`src/cp0_pkg.sv`:
```
package cp0_pkg;

    typedef logic [31:0] word_t;       // Data word or address
    typedef logic [7:0]  cp0_addr_t;   // {rd, sel}
    typedef logic [4:0]  exc_code_t;   // Cause ExcCode field
    typedef logic [18:0] vpn2_t;       // Even/odd page pair number
    typedef logic [7:0]  asid_t;       // Address space id
    typedef logic [19:0] pfn_t;        // Physical frame number
    typedef logic [3:0]  tlb_idx_t;    // Entry index

    // Encoding matches Status.EXL so the state reads back directly
    typedef enum logic {
        EXL_USER = 1'b0,               // Normal level
        EXL_EXC  = 1'b1                // Exception level
    } exl_state_t;

    localparam int TLB_ENTRIES = 16;

    // Register addresses as (rd, sel)
    localparam cp0_addr_t ADDR_INDEX    = {5'd0, 3'd0};
    localparam cp0_addr_t ADDR_ENTRYLO0 = {5'd2, 3'd0};
    localparam cp0_addr_t ADDR_ENTRYLO1 = {5'd3, 3'd0};
    localparam cp0_addr_t ADDR_BADVADDR = {5'd8, 3'd0};
    localparam cp0_addr_t ADDR_COUNT    = {5'd9, 3'd0};
    localparam cp0_addr_t ADDR_ENTRYHI  = {5'd10, 3'd0};
    localparam cp0_addr_t ADDR_COMPARE  = {5'd11, 3'd0};
    localparam cp0_addr_t ADDR_STATUS   = {5'd12, 3'd0};
    localparam cp0_addr_t ADDR_CAUSE    = {5'd13, 3'd0};
    localparam cp0_addr_t ADDR_EPC      = {5'd14, 3'd0};

    // Exception codes
    localparam exc_code_t EXC_INT  = 5'd0;   // Interrupt
    localparam exc_code_t EXC_MOD  = 5'd1;   // TLB modified
    localparam exc_code_t EXC_TLBL = 5'd2;   // TLB refill/invalid on load
    localparam exc_code_t EXC_TLBS = 5'd3;   // TLB refill/invalid on store
    localparam exc_code_t EXC_ADEL = 5'd4;   // Address error on load or fetch
    localparam exc_code_t EXC_ADES = 5'd5;   // Address error on store
    localparam exc_code_t EXC_SYS  = 5'd8;   // Syscall

    // Timer
    localparam word_t COMPARE_RESET = 32'h000155cc;

endpackage

```
`src/cp0_timer.sv`:
```
`timescale 1ns/100ps

module cp0_timer import cp0_pkg::*; (
    input  logic      clk,
    input  logic      reset,
    input  logic      mtc0_we,
    input  cp0_addr_t cp0_addr,
    input  word_t     wdata,
    output word_t     count,
    output word_t     compare,
    output logic      timer_irq
);

    logic tick;          // Half-rate phase
    logic count_wr;
    logic compare_wr;

    assign count_wr   = mtc0_we && (cp0_addr == ADDR_COUNT);
    assign compare_wr = mtc0_we && (cp0_addr == ADDR_COMPARE);

    always_ff @(posedge clk) begin
        if (reset) begin
            tick <= 1'b0;
        end else begin
            tick <= ~tick;               // Unaffected by Count writes
        end
    end

    always_ff @(posedge clk) begin
        if (reset) begin
            count   <= '0;
            compare <= COMPARE_RESET;
        end else begin
            if (count_wr) begin
                count <= wdata;
            end else if (tick) begin
                count <= count + 32'd1;  // Every second cycle
            end
            if (compare_wr) begin
                compare <= wdata;
            end
        end
    end

    // TI flag, cleared by a Compare write
    always_ff @(posedge clk) begin
        if (reset) begin
            timer_irq <= 1'b0;
        end else if (compare_wr) begin
            timer_irq <= 1'b0;           // Acknowledge wins over a match
        end else if (count == compare) begin
            timer_irq <= 1'b1;
        end
    end

endmodule

```
`src/cp0_exc_ctrl.sv`:
```
`timescale 1ns/100ps

module cp0_exc_ctrl import cp0_pkg::*; (
    input  logic       clk,
    input  logic       reset,
    input  logic       ws_valid,
    input  logic       ws_mtc0,
    input  logic       ws_eret,
    input  logic       ws_ex,
    input  logic       ws_bd,
    input  exc_code_t  ws_exc_code,
    input  word_t      ws_pc,
    input  word_t      ws_data_addr,
    input  logic [4:0] ws_rd,
    input  logic [2:0] ws_sel,
    input  word_t      ws_result,
    input  word_t      count,
    input  word_t      compare,
    input  logic       timer_irq,
    input  word_t      entryhi_val,
    input  word_t      entrylo0_val,
    input  word_t      entrylo1_val,
    input  word_t      index_val,
    output logic       mtc0_we,
    output cp0_addr_t  cp0_addr,
    output logic       eret_flush,
    output word_t      epc,
    output logic       int_pending,
    output word_t      cp0_rdata
);

    exl_state_t state;
    exl_state_t state_next;
    logic       exl;
    logic       status_wr;
    logic       first_exc;       // Exception taken from user level
    logic       status_ie;
    logic [7:0] status_im;
    logic       cause_bd;
    logic       cause_ip7;
    logic [1:0] cause_ip_sw;     // Software interrupts IP1..0
    logic [7:0] cause_ip;
    exc_code_t  cause_exc_code;
    word_t      badvaddr;

    assign cp0_addr   = {ws_rd, ws_sel};
    assign mtc0_we    = ws_valid && ws_mtc0 && !ws_ex;
    assign eret_flush = ws_valid && ws_eret && !ws_ex;
    assign status_wr  = mtc0_we && (cp0_addr == ADDR_STATUS);
    assign exl        = (state == EXL_EXC);
    assign first_exc  = ws_ex && (state == EXL_USER);
    assign cause_ip   = {cause_ip7, 5'b00000, cause_ip_sw};   // IP6..2 unused

    // Exception level; exception over eret over mtc0
    always_comb begin
        state_next = state;
        if (ws_ex) begin
            state_next = EXL_EXC;
        end else if (eret_flush) begin
            state_next = EXL_USER;
        end else if (status_wr) begin
            state_next = ws_result[1] ? EXL_EXC : EXL_USER;
        end
    end

    always_ff @(posedge clk) begin
        if (reset) begin
            state <= EXL_USER;
        end else begin
            state <= state_next;
        end
    end

    always_ff @(posedge clk) begin
        if (reset) begin
            status_ie      <= 1'b0;
            status_im      <= '0;
            cause_bd       <= 1'b0;
            cause_ip7      <= 1'b0;
            cause_ip_sw    <= '0;
            cause_exc_code <= EXC_INT;
        end else begin
            cause_ip7 <= timer_irq;                 // One cycle behind TI
            if (status_wr) begin
                status_ie <= ws_result[0];
                status_im <= ws_result[15:8];
            end
            if (mtc0_we && (cp0_addr == ADDR_CAUSE)) begin
                cause_ip_sw <= ws_result[9:8];
            end
            if (first_exc) begin
                cause_bd <= ws_bd;
            end
            if (ws_ex) begin
                cause_exc_code <= ws_exc_code;      // Also on nested exceptions
            end
        end
    end

    always_ff @(posedge clk) begin
        if (first_exc) begin
            epc <= ws_bd ? ws_pc - 32'd4 : ws_pc;   // Point at the branch
        end else if (mtc0_we && (cp0_addr == ADDR_EPC)) begin
            epc <= ws_result;
        end
    end

    always_ff @(posedge clk) begin
        if (first_exc) begin
            case (ws_exc_code)
                EXC_ADES, EXC_MOD, EXC_TLBL, EXC_TLBS: badvaddr <= ws_data_addr;
                EXC_ADEL: badvaddr <= (ws_pc[1:0] != 2'b00) ? ws_pc : ws_data_addr;
                default: badvaddr <= badvaddr;
            endcase
        end
    end

    assign int_pending = status_ie && !exl && |(cause_ip & status_im);

    // mfc0 read path
    always_comb begin
        case (cp0_addr)
            ADDR_INDEX:    cp0_rdata = index_val;
            ADDR_ENTRYLO0: cp0_rdata = entrylo0_val;
            ADDR_ENTRYLO1: cp0_rdata = entrylo1_val;
            ADDR_BADVADDR: cp0_rdata = badvaddr;
            ADDR_COUNT:    cp0_rdata = count;
            ADDR_ENTRYHI:  cp0_rdata = entryhi_val;
            ADDR_COMPARE:  cp0_rdata = compare;
            ADDR_STATUS:   cp0_rdata = {9'b0, 1'b1, 6'b0, status_im, 6'b0, exl, status_ie};
            ADDR_CAUSE:    cp0_rdata = {cause_bd, timer_irq, 14'b0, cause_ip, 1'b0,
                                        cause_exc_code, 2'b00};
            ADDR_EPC:      cp0_rdata = epc;
            default:       cp0_rdata = '0;
        endcase
    end

endmodule

```
`src/cp0_tlb_regs.sv`:
```
`timescale 1ns/100ps

module cp0_tlb_regs import cp0_pkg::*; (
    input  logic       clk,
    input  logic       reset,
    input  logic       ws_valid,
    input  logic       ws_ex,
    input  exc_code_t  ws_exc_code,
    input  word_t      ws_data_addr,
    input  logic       ws_tlbr,
    input  logic       ws_tlbwi,
    input  logic       ws_tlbp,
    input  logic       mtc0_we,
    input  cp0_addr_t  cp0_addr,
    input  word_t      wdata,
    input  vpn2_t      rd_vpn2,
    input  asid_t      rd_asid,
    input  logic       rd_g,
    input  pfn_t       rd_pfn0,
    input  logic [4:0] rd_flags0,
    input  pfn_t       rd_pfn1,
    input  logic [4:0] rd_flags1,
    input  logic       hit,
    input  tlb_idx_t   hit_index,
    output logic       tlb_we,
    output tlb_idx_t   tlb_index,
    output vpn2_t      key_vpn2,
    output asid_t      key_asid,
    output pfn_t       wr_pfn0,
    output logic [4:0] wr_flags0,
    output pfn_t       wr_pfn1,
    output logic [4:0] wr_flags1,
    output logic       wr_g,
    output word_t      entryhi_val,
    output word_t      entrylo0_val,
    output word_t      entrylo1_val,
    output word_t      index_val
);

    vpn2_t      hi_vpn2;
    asid_t      hi_asid;
    pfn_t       lo0_pfn;
    logic [4:0] lo0_flags;       // {C, D, V}
    logic       lo0_g;
    pfn_t       lo1_pfn;
    logic [4:0] lo1_flags;
    logic       lo1_g;
    logic       idx_p;           // Probe failure
    tlb_idx_t   idx;
    logic       inst_ok;
    logic       tlb_exc;

    assign inst_ok = ws_valid && !ws_ex;
    assign tlb_exc = ws_ex && (ws_exc_code == EXC_TLBL || ws_exc_code == EXC_TLBS ||
                               ws_exc_code == EXC_MOD);

    always_ff @(posedge clk) begin
        if (reset) begin
            hi_vpn2 <= '0;
            hi_asid <= '0;
            lo0_pfn <= '0;
            lo0_flags <= '0;
            lo0_g <= 1'b0;
            lo1_pfn <= '0;
            lo1_flags <= '0;
            lo1_g <= 1'b0;
            idx_p <= 1'b0;
            idx <= '0;
        end else if (tlb_exc) begin
            hi_vpn2 <= ws_data_addr[31:13];         // Faulting page pair
        end else if (inst_ok && ws_tlbr) begin
            hi_vpn2 <= rd_vpn2;
            hi_asid <= rd_asid;
            lo0_pfn <= rd_pfn0;
            lo0_flags <= rd_flags0;
            lo0_g <= rd_g;                          // Both halves see the joint G
            lo1_pfn <= rd_pfn1;
            lo1_flags <= rd_flags1;
            lo1_g <= rd_g;
        end else if (inst_ok && ws_tlbp) begin
            idx_p <= !hit;
            if (hit) begin
                idx <= hit_index;                   // Miss keeps the old index
            end
        end else if (mtc0_we) begin
            case (cp0_addr)
                ADDR_ENTRYHI: begin
                    hi_vpn2 <= wdata[31:13];
                    hi_asid <= wdata[7:0];
                end
                ADDR_ENTRYLO0: begin
                    lo0_pfn <= wdata[25:6];
                    lo0_flags <= wdata[5:1];
                    lo0_g <= wdata[0];
                end
                ADDR_ENTRYLO1: begin
                    lo1_pfn <= wdata[25:6];
                    lo1_flags <= wdata[5:1];
                    lo1_g <= wdata[0];
                end
                ADDR_INDEX: idx <= wdata[3:0];      // P is read-only
                default: ;
            endcase
        end
    end

    assign tlb_we    = inst_ok && ws_tlbwi;
    assign tlb_index = idx;
    assign key_vpn2  = hi_vpn2;
    assign key_asid  = hi_asid;
    assign wr_pfn0   = lo0_pfn;
    assign wr_flags0 = lo0_flags;
    assign wr_pfn1   = lo1_pfn;
    assign wr_flags1 = lo1_flags;
    assign wr_g      = lo0_g & lo1_g;

    assign entryhi_val  = {hi_vpn2, 5'b0, hi_asid};
    assign entrylo0_val = {6'b0, lo0_pfn, lo0_flags, lo0_g};
    assign entrylo1_val = {6'b0, lo1_pfn, lo1_flags, lo1_g};
    assign index_val    = {idx_p, 27'b0, idx};

endmodule

```
`src/tlb_array.sv`:
```
`timescale 1ns/100ps

module tlb_array import cp0_pkg::*; (
    input  logic       clk,
    input  logic       reset,
    input  logic       tlb_we,
    input  tlb_idx_t   tlb_index,
    input  vpn2_t      key_vpn2,
    input  asid_t      key_asid,
    input  pfn_t       wr_pfn0,
    input  logic [4:0] wr_flags0,
    input  pfn_t       wr_pfn1,
    input  logic [4:0] wr_flags1,
    input  logic       wr_g,
    output vpn2_t      rd_vpn2,
    output asid_t      rd_asid,
    output logic       rd_g,
    output pfn_t       rd_pfn0,
    output logic [4:0] rd_flags0,
    output pfn_t       rd_pfn1,
    output logic [4:0] rd_flags1,
    output logic       hit,
    output tlb_idx_t   hit_index
);

    vpn2_t                  mem_vpn2   [TLB_ENTRIES];
    asid_t                  mem_asid   [TLB_ENTRIES];
    logic                   mem_g      [TLB_ENTRIES];
    pfn_t                   mem_pfn0   [TLB_ENTRIES];
    logic [4:0]             mem_flags0 [TLB_ENTRIES];
    pfn_t                   mem_pfn1   [TLB_ENTRIES];
    logic [4:0]             mem_flags1 [TLB_ENTRIES];
    logic [TLB_ENTRIES-1:0] entry_valid;   // Set by the first write
    logic [TLB_ENTRIES-1:0] match;

    always_ff @(posedge clk) begin
        if (reset) begin
            entry_valid <= '0;
        end else if (tlb_we) begin
            entry_valid[tlb_index] <= 1'b1;
        end
    end

    always_ff @(posedge clk) begin
        if (tlb_we) begin
            mem_vpn2[tlb_index]   <= key_vpn2;
            mem_asid[tlb_index]   <= key_asid;
            mem_g[tlb_index]      <= wr_g;
            mem_pfn0[tlb_index]   <= wr_pfn0;
            mem_flags0[tlb_index] <= wr_flags0;
            mem_pfn1[tlb_index]   <= wr_pfn1;
            mem_flags1[tlb_index] <= wr_flags1;
        end
    end

    // Indexed read for tlbr
    assign rd_vpn2   = mem_vpn2[tlb_index];
    assign rd_asid   = mem_asid[tlb_index];
    assign rd_g      = mem_g[tlb_index];
    assign rd_pfn0   = mem_pfn0[tlb_index];
    assign rd_flags0 = mem_flags0[tlb_index];
    assign rd_pfn1   = mem_pfn1[tlb_index];
    assign rd_flags1 = mem_flags1[tlb_index];

    // Associative search, lowest index wins
    always_comb begin
        hit_index = '0;
        for (int i = TLB_ENTRIES - 1; i >= 0; i--) begin
            match[i] = entry_valid[i] && (mem_vpn2[i] == key_vpn2) &&
                       (mem_g[i] || (mem_asid[i] == key_asid));   // G ignores ASID
            if (match[i]) begin
                hit_index = tlb_idx_t'(i);
            end
        end
    end

    assign hit = |match;

endmodule

```
`src/cp0_subsys.sv`:
```
`timescale 1ns/100ps

module cp0_subsys import cp0_pkg::*; (
    input  logic       clk,
    input  logic       reset,
    input  logic       ws_valid,
    input  logic       ws_mtc0,
    input  logic       ws_eret,
    input  logic       ws_ex,
    input  logic       ws_bd,
    input  logic       ws_tlbr,
    input  logic       ws_tlbwi,
    input  logic       ws_tlbp,
    input  exc_code_t  ws_exc_code,
    input  word_t      ws_pc,
    input  word_t      ws_data_addr,
    input  logic [4:0] ws_rd,
    input  logic [2:0] ws_sel,
    input  word_t      ws_result,
    output word_t      cp0_rdata,
    output logic       eret_flush,
    output word_t      epc,
    output logic       int_pending
);

    logic       mtc0_we;
    cp0_addr_t  cp0_addr;
    word_t      count, compare;
    logic       timer_irq;
    word_t      entryhi_val, entrylo0_val, entrylo1_val, index_val;
    logic       tlb_we;
    tlb_idx_t   tlb_index;
    vpn2_t      key_vpn2, rd_vpn2;
    asid_t      key_asid, rd_asid;
    pfn_t       wr_pfn0, wr_pfn1, rd_pfn0, rd_pfn1;
    logic [4:0] wr_flags0, wr_flags1, rd_flags0, rd_flags1;
    logic       wr_g, rd_g;
    logic       hit;
    tlb_idx_t   hit_index;

    cp0_timer u_timer (
        .clk, .reset, .mtc0_we, .cp0_addr, .wdata(ws_result),
        .count, .compare, .timer_irq
    );

    cp0_exc_ctrl u_exc_ctrl (
        .clk, .reset, .ws_valid, .ws_mtc0, .ws_eret, .ws_ex, .ws_bd,
        .ws_exc_code, .ws_pc, .ws_data_addr, .ws_rd, .ws_sel, .ws_result,
        .count, .compare, .timer_irq,
        .entryhi_val, .entrylo0_val, .entrylo1_val, .index_val,
        .mtc0_we, .cp0_addr, .eret_flush, .epc, .int_pending, .cp0_rdata
    );

    cp0_tlb_regs u_tlb_regs (
        .clk, .reset, .ws_valid, .ws_ex, .ws_exc_code, .ws_data_addr,
        .ws_tlbr, .ws_tlbwi, .ws_tlbp, .mtc0_we, .cp0_addr, .wdata(ws_result),
        .rd_vpn2, .rd_asid, .rd_g, .rd_pfn0, .rd_flags0, .rd_pfn1, .rd_flags1,
        .hit, .hit_index,
        .tlb_we, .tlb_index, .key_vpn2, .key_asid,
        .wr_pfn0, .wr_flags0, .wr_pfn1, .wr_flags1, .wr_g,
        .entryhi_val, .entrylo0_val, .entrylo1_val, .index_val
    );

    tlb_array u_tlb_array (
        .clk, .reset, .tlb_we, .tlb_index, .key_vpn2, .key_asid,
        .wr_pfn0, .wr_flags0, .wr_pfn1, .wr_flags1, .wr_g,
        .rd_vpn2, .rd_asid, .rd_g, .rd_pfn0, .rd_flags0, .rd_pfn1, .rd_flags1,
        .hit, .hit_index
    );

endmodule

```
`config.mk`:
```
export PLATFORM = sky130hd
export DESIGN_NAME = cp0_subsys
export DESIGN_NICKNAME = d
export VERILOG_FILES = /design/src/cp0_pkg.sv /design/src/cp0_timer.sv /design/src/cp0_exc_ctrl.sv /design/src/cp0_tlb_regs.sv /design/src/tlb_array.sv /design/src/cp0_subsys.sv
export SDC_FILE = /design/constraint.sdc
export NUM_CORES = 2
export LEC_CHECK = 0
export BUFFER_PORTS_ARGS = -buffer_cell sky130_fd_sc_hd__clkbuf_2
export CAP_MARGIN = 20
export CORE_AREA = 5 5 322 387
export CTS_CLUSTER_DIAMETER = 60
export DETAILED_ROUTE_END_ITERATION = 8
export DIE_AREA = 0 0 327 392
export GPL_TIMING_DRIVEN = 0
export PLACE_DENSITY = 0.73
export SETUP_SLACK_MARGIN = 0.05
export SLEW_MARGIN = 20
export SYNTH_ARGS = -nofsm -noshare
export SYNTH_HDL_FRONTEND = slang
export SYNTH_SLANG_ARGS = --single-unit
```
`constraint.sdc`:
```
create_clock -name clk -period 20.3 [get_ports clk]
set_clock_uncertainty 0.1 [all_clocks]
set_input_delay 1.015 -clock clk [delete_from_list [all_inputs] [get_ports clk]]
set_output_delay 1.015 -clock clk [all_outputs]
set_load 0.05 [all_outputs]
```
=== Yosys cells after proc, flatten, opt, wreduce, memory -nomap -nowiden ===
Memory sizes are Yosys's and may differ from the RTL's. A register that Yosys moved wholly into a read port is not among the register bits.
Index checks and enable logic that the tools add are counted.

* Register bits after elaboration: 249
* Bits in latches: 0
* Bits in writable memories: 1248
* Memory bits (read-only): 0
* Input bits: 119
* Output and inout bits: 66
* Logic and storage cells: 271
* Memories kept: 7

* $add $sub $neg: 2
* Multiply operators: 0
* Divide/modulo/power cells: 0
* $lt $le $gt $ge: 2
* Equality and inequality tests: 50
* Shift operators: 0
* Muxes and demuxes: 83
* Bitwise logic cells: 7
* Reductions and logical operators: 96

{| class="wikitable"
|+ Memory list
! name !! depth !! width !! read ports !! clocked after Yosys merged registers in !! wr ports !! line !! RTL
|-
| u_tlb_array.mem_pfn0 || 16 || 20 || 1 || 1 || 1 || tlb_array.sv:29 || <nowiki>pfn_t mem_pfn0 [TLB_ENTRIES];</nowiki>
|-
| u_tlb_array.mem_pfn1 || 16 || 20 || 1 || 1 || 1 || tlb_array.sv:31 || <nowiki>pfn_t mem_pfn1 [TLB_ENTRIES];</nowiki>
|-
| u_tlb_array.mem_vpn2 || 16 || 19 || 17 || 1 || 1 || tlb_array.sv:26 || <nowiki>vpn2_t mem_vpn2 [TLB_ENTRIES];</nowiki>
|-
| u_tlb_array.mem_asid || 16 || 8 || 17 || 1 || 1 || tlb_array.sv:27 || <nowiki>asid_t mem_asid [TLB_ENTRIES];</nowiki>
|-
| u_tlb_array.mem_flags0 || 16 || 5 || 1 || 1 || 1 || tlb_array.sv:30 || <nowiki>logic [4:0] mem_flags0 [TLB_ENTRIES];</nowiki>
|-
| u_tlb_array.mem_flags1 || 16 || 5 || 1 || 1 || 1 || tlb_array.sv:32 || <nowiki>logic [4:0] mem_flags1 [TLB_ENTRIES];</nowiki>
|-
| 1 more memories || - || - || - || - || - || - ||
|}

{| class="wikitable"
|+ Operators by type and width
! cell !! number
|-
| one-hot mux 32 bit (10 select lines) || 1
|-
| == test 19 bit || 16
|-
| two-way mux 32 bit || 6
|-
| two-way mux 20 bit || 8
|-
| two-way mux 4 bit || 34
|-
| == test 8 bit || 16
|-
| two-way mux 19 bit || 5
|-
| one-hot mux 32 bit (2 select lines) || 1
|-
| == test 8 x 7 -> 1 bit (second input constant) || 7
|-
| logical AND 1 bit || 50
|-
| two-way mux 5 bit || 8
|-
| adder 32 x 1 -> 32 bit (second input constant) || 1
|-
| == test 32 bit || 1
|-
| two-way mux 8 bit || 4
|-
| subtractor 32 x 3 -> 32 bit (second input constant) || 1
|-
| nonzero test 2 bit || 10
|-
| logical OR 1 bit || 18
|-
| == test 8 x 5 -> 1 bit (second input constant) || 2
|-
| bitwise OR 16 bit || 1
|-
| OR reduction 16 bit || 1
|-
| two-way mux 1 bit || 15
|-
| AND reduction 4 bit || 3
|-
| == test 5 x 2 -> 1 bit (second input constant) || 2
|-
| == test 5 x 3 -> 1 bit (second input constant) || 2
|-
| 18 further kinds || 27
|}

=== Longest topological paths before layout ===
An unclocked memory read counts as a cell.

* Word-level depth: 24
* Mapped depth: 13
* Gate-level depth less buffers: 11

=== Modules after synthesis ===
From an unflattened synthesis, not the netlist that was laid out.

* Cells, all modules: 4206
* Area total of the unflattened synthesis: 67711.2 um2

{| class="wikitable"
|+ By module, submodules not included
! module !! instances !! cells each !! area each (um2) !! seq. area each (um2)
|-
| tlb_array || 1 || 2478 || 52565.4 || 37796.2
|-
| cp0_exc_ctrl || 1 || 692 || 6287.3 || 2302.2
|-
| cp0_tlb_regs || 1 || 648 || 5511.5 || 1681.6
|-
| cp0_timer || 1 || 388 || 3347.0 || 1321.3
|}

=== Worst setup path before layout ===
No wires, ideal clock.

* Kind: input -> register
* From: in ws_ex
* To: mem u_tlb_array.mem_asid[0][0] (netlist name), enable pin
* Setup time: 0.613 ns
* Data arrival time: 7.292 ns
* Required time: 19.587 ns
* Path slack: 12.295 ns
* Cell stages on the path: 6
* Buffers on the path: 2
* Cell sequence: clkbuf_1 -> nor2b_1 -> buf_6 -> nand2_1 -> or3_1 -> nor3_1

* Longest elaborated chain between the ends: 5

{| class="wikitable"
|+ Ends and longest elaborated chain
! element !! line !! RTL
|-
| start, declared || cp0_subsys.sv:9 || <nowiki>input logic ws_ex,</nowiki>
|-
| logical NOT 1 bit || cp0_tlb_regs.sv:53 || <nowiki>assign inst_ok = ws_valid && !ws_ex;</nowiki>
|-
| logical AND 1 bit || cp0_tlb_regs.sv:53 ||
|-
| logical AND 1 bit || cp0_tlb_regs.sv:107 || <nowiki>assign tlb_we = inst_ok && ws_tlbwi;</nowiki>
|-
| two-way mux 1 bit || tlb_array.sv:45 || <nowiki>if (tlb_we) begin</nowiki>
|-
| two-way mux 1 bit (implied by the code) || tlb_array.sv:47 || <nowiki>mem_asid[tlb_index] <= key_asid;</nowiki>
|-
| end, declared || tlb_array.sv:27 ||
|}

No other way between the ends.

=== Worst setup path after layout ===
* From: in ws_rd[1]
* To: out cp0_rdata[26]

* Longest elaborated chain between the ends: 2
* Elaborated cells on any way between the ends: 11
* Classes of those cells: 9 x eq/ne; 1 x mux; 1 x reduce/logical

{| class="wikitable"
|+ Ends and longest elaborated chain
! element !! line !! RTL
|-
| start, declared || cp0_subsys.sv:17 || <nowiki>input logic [4:0] ws_rd,</nowiki>
|-
| == test 8 x 7 -> 1 bit, or another cell as far along || cp0_exc_ctrl.sv:122 || <nowiki>case (cp0_addr)</nowiki>
|-
| one-hot mux 32 bit (10 select lines) * || cp0_exc_ctrl.sv:122 ||
|-
| end, declared || cp0_subsys.sv:20 || <nowiki>output word_t cp0_rdata,</nowiki>
|}

Every way passes the cells marked *; elsewhere a longest branch is shown, timed or not.

==> metrics.csv <==
stage,metric,value,unit
die,IO Pins,185,
clocking,clock latency on the worst-skew pair,0.82,ns
clocking,cts repair resizes,0,
sta,Peak Freq,156,MHz
clocking,TritonCTS buffer count,153,
detailed_routing,DRC,0,
detailed_routing,drt initial violations,6678,
sta,Setup Viol. Count Final,0,
synth,Synth Area per Inst,16.3,sq um
detailed_routing,Avg WL per Cell,39.9,um
critical_path,cell count of the worst reg-to-reg path,8,
finish,"most common cell after layout, fill and taps aside",edfxtp_1,
finish,filler cell count,8577,
sta,worst setup margin,13.88,ns
pwr,Power Total,6.72,mW
die,Rows,140,
critical_path,"Max FO, Critical Path",10,
critical_path,Setup CP Type,in2out,
global_routing,first-pass GRT wire length,334000,um
finish,Non-Filler Instances,6188,
pwr,VDD IR max,0.0000846,V
die,Chip Width,327,um
global_routing,largest net degree at the start of global routing,24,
clocking,CTS tree,built,
sta,Max transition margin,11.3,%
finish,nets,4602,
critical_path,nature of the critical path startpoint,input port,
detailed_routing,Vias/cell,7.01,
placement,Port Buffers,180,
sta,"Hold Vio Cnt, Final",0,
synth,"flops & latches, synth",1501,
sta,max-slew violation count,0,
clocking,clock transition at the registers of the reported paths,0.06,ns
global_routing,initial antenna violation count,18,
finish,most frequent cells in the layout,"edfxtp_1, mux4_2, xor2_1",
critical_path,max incr delay on CP,1.00,ns
global_routing,GRT overflow,0,
placement,Placed Cells,5888,
finish,Multi-input gate area,0.0214,sq mm
clocking,hold buffers post-CTS,0,
die,Die Ht,392,um
min_path,Hold Path Origin,u_tlb_regs.idx_p,
detailed_routing,Total Wirelength,247000,um
synth,asr flop ratio synth,0,%
global_routing,gr usage total,38.2,%
detailed_routing,Via Count,43400,
sta,setup TNS,0,ns
synth,main area contributors after synthesis,"edfxtp_1, mux4_2, dfxtp_1, xor2_1, xnor2_1",
synth,cell taking the most area after synthesis,edfxtp_1,
synth,sequential element share of the synthesized area,65.6,%
clocking,clk root buf,clkbuf_16,
sta,RSZ-0062 raised after global routing,no,
finish,Area Overhead vs Synth,15.6,%
synth,"EDFF count, synth",1312,
placement,Placed Area,0.0707,sq mm
clocking,htree depth,4,
critical_path,Crit path required time,19.19,ns
clocking,Clock Path Buffers,3,
critical_path,Worst R2R End,u_tlb_regs.key_asid[0],
sta,Period minus WS final,6.42,ns
clocking,post-CTS setup buffers,0,
job,Max Cap Violations,0,
die,total core area,0.121,sq mm
die,full die area,0.128,sq mm
sta,smallest hold slack,0.386,ns
critical_path,Worst Setup End Kind,output port,
placement,gpl congestion,1.02,
synth,Mapped Nets,4147,
synth,"Cell Area, Synth",0.0658,sq mm
placement,hpwl dp,185000,um
min_path,HP Class,reg2reg,
critical_path,R2R Setup Slk,15.66,ns
critical_path,CP top delay family,buffers and inverters,
placement,worst slack at placement,14.13,ns
global_routing,vias in the first global route,42000,
clocking,total clock sinks,1501,
sta,worst slew pin tran,1.33,ns
run_status,status,finished clean,
critical_path,Critical-path top delay cell,nor2_1,
critical_path,Crit path top cell by count,clkbuf_1,
die,initial core utilization,54.5,%
critical_path,Worst Path Arrival,5.31,ns
critical_path,CP bufs+invs,5,
synth,Synth top area share,59.9,%
min_path,WHS Endpoint,u_tlb_regs.idx_p,
synth,Synth Flop Type,edfxtp_1,
pwr,Pwr Density,88.4,mW/mm^2
critical_path,crit path cell chain,clkbuf_2 -> clkbuf_1 -> clkbuf_1 -> nand2_1 -> nor2_1 -> clkbuf_1 -> a22oi_1 -> nand3_1 -> clkbuf_2,
synth,synth warn,0,
finish,share of layout cells above drive strength 1,24.2,%
finish,final core utilization,63.0,%
synth,number of distinct library cells after synthesis,65,
detailed_routing,post-route ant nets,0,
detailed_routing,drt pass-1 iters,8,
sta,crit share post-route,31.6,%
pwr,LEAKAGE,24.5,nW
finish,post-route cell area,0.0760,sq mm
finish,Reg area,0.0432,sq mm
synth,post-synthesis cell count,4026,
min_path,worst hold stages,2,
==> final cells by class <==
class                           instances  area share (%)
Buffer                                252            1.75
Clock buffer                          193            5.50
Antenna cell                           13          0.0428
Multi-Input combinational cell       2268            28.2
Timing Repair Buffer                  300            3.71
Inverter                                5          0.0247
Clock inverter                         94            1.44
Tap cell                             1562            2.57
Sequential cell                      1501            56.8
==> synth_stat cells (40+ instances only) <==
cell type  count
o21ai_0       48
buf_2         42
mux4_2       391
a22oi_1       46
mux2_2        41
nand3_1       64
a311oi_1      60
clkbuf_1     146
mux2i_1       40
xnor2_1      168
nor2_1       249
dfxtp_1      189
a211oi_1      44
a21oi_1       85
xor2_1       354
nand2_1      266
nor4_1       128
nand4_1       62
edfxtp_1    1312
==> power by group <==
| part | internal, mW | switching [mW] | total [mW] |
|---|---|---|---|
| sequential | 3.37 | 0.0618 | 3.44 |
| clock | 1.71 | 1.26 | 2.97 |
| combinational | 0.0894 | 0.229 | 0.318 |
==> worst register-to-register path, stage by stage (launching register included) <==
cell and delay (ns):
dfxtp_1 0.30, clkbuf_1 0.32, clkbuf_1 0.67, clkbuf_1 0.85, clkbuf_1 0.98, mux4_2 0.50, mux4_2 0.51, nand2_1 0.09
a311oi_1 0.14
==> metal layers <==
layer	global-route usage [%]	share of wire, %	vias up
met4	25.8	8.5	8
met3	8.94	11	760
li1	-	-	16900
met1	48.4	35	22200
met5	0	0.019	-
met2	59.0	46	3481
==> kinds of logic after synthesis <==
logic type	after synthesis	share of synthesized area, %
adders and majority gates	2	0.0380
and+or+nand+nor	940	7.16
buffers and inverters	257	2.02
DFF	1501	65.6
xor gates and xnor gates	522	6.95
AOI/OAI and AO/OA	332	3.49
muxes	472	14.7
==> state kept, by name, indices dropped and copies added, names as in the netlist, 5 cells and up, named ones only <==
signal,flops
u_tlb_array.mem_pfn0,320
u_tlb_array.mem_pfn1,320
u_tlb_array.mem_vpn2,304
u_tlb_array.mem_asid,128
u_tlb_array.mem_flags0,80
u_tlb_array.mem_flags1,80
u_exc_ctrl.badvaddr,32
u_exc_ctrl.epc,32
u_timer.compare,32
u_timer.count,32
u_tlb_regs.wr_pfn0,20
u_tlb_regs.wr_pfn1,20
u_tlb_regs.key_vpn2,19
u_tlb_array.entry_valid,16
u_tlb_array.mem_g,16
u_exc_ctrl.status_im,8
u_tlb_regs.key_asid,8
u_exc_ctrl.cause_exc_code,5
u_tlb_regs.wr_flags0,5
u_tlb_regs.wr_flags1,5
==> how the worst max path moves through the flow <==
stage | from | to | slack [ns] | cells after the start
2_1_floorplan | ws_ex | u_tlb_array.mem_asid[0][0] | 12.30 | 6
3_3_place_gp | ws_ex | u_tlb_array.mem_pfn0[0][16] | 5.49 | 6
3_5_place_dp | ws_rd[1] | cp0_rdata[19] | 14.13 | 9
4_1_cts | ws_rd[1] | cp0_rdata[19] | 14.13 | 9
5_1_grt | ws_rd[1] | cp0_rdata[26] | 13.96 | 9
6_report | ws_rd[1] | cp0_rdata[26] | 13.88 | 9
(Power assumes the default switching activity.)
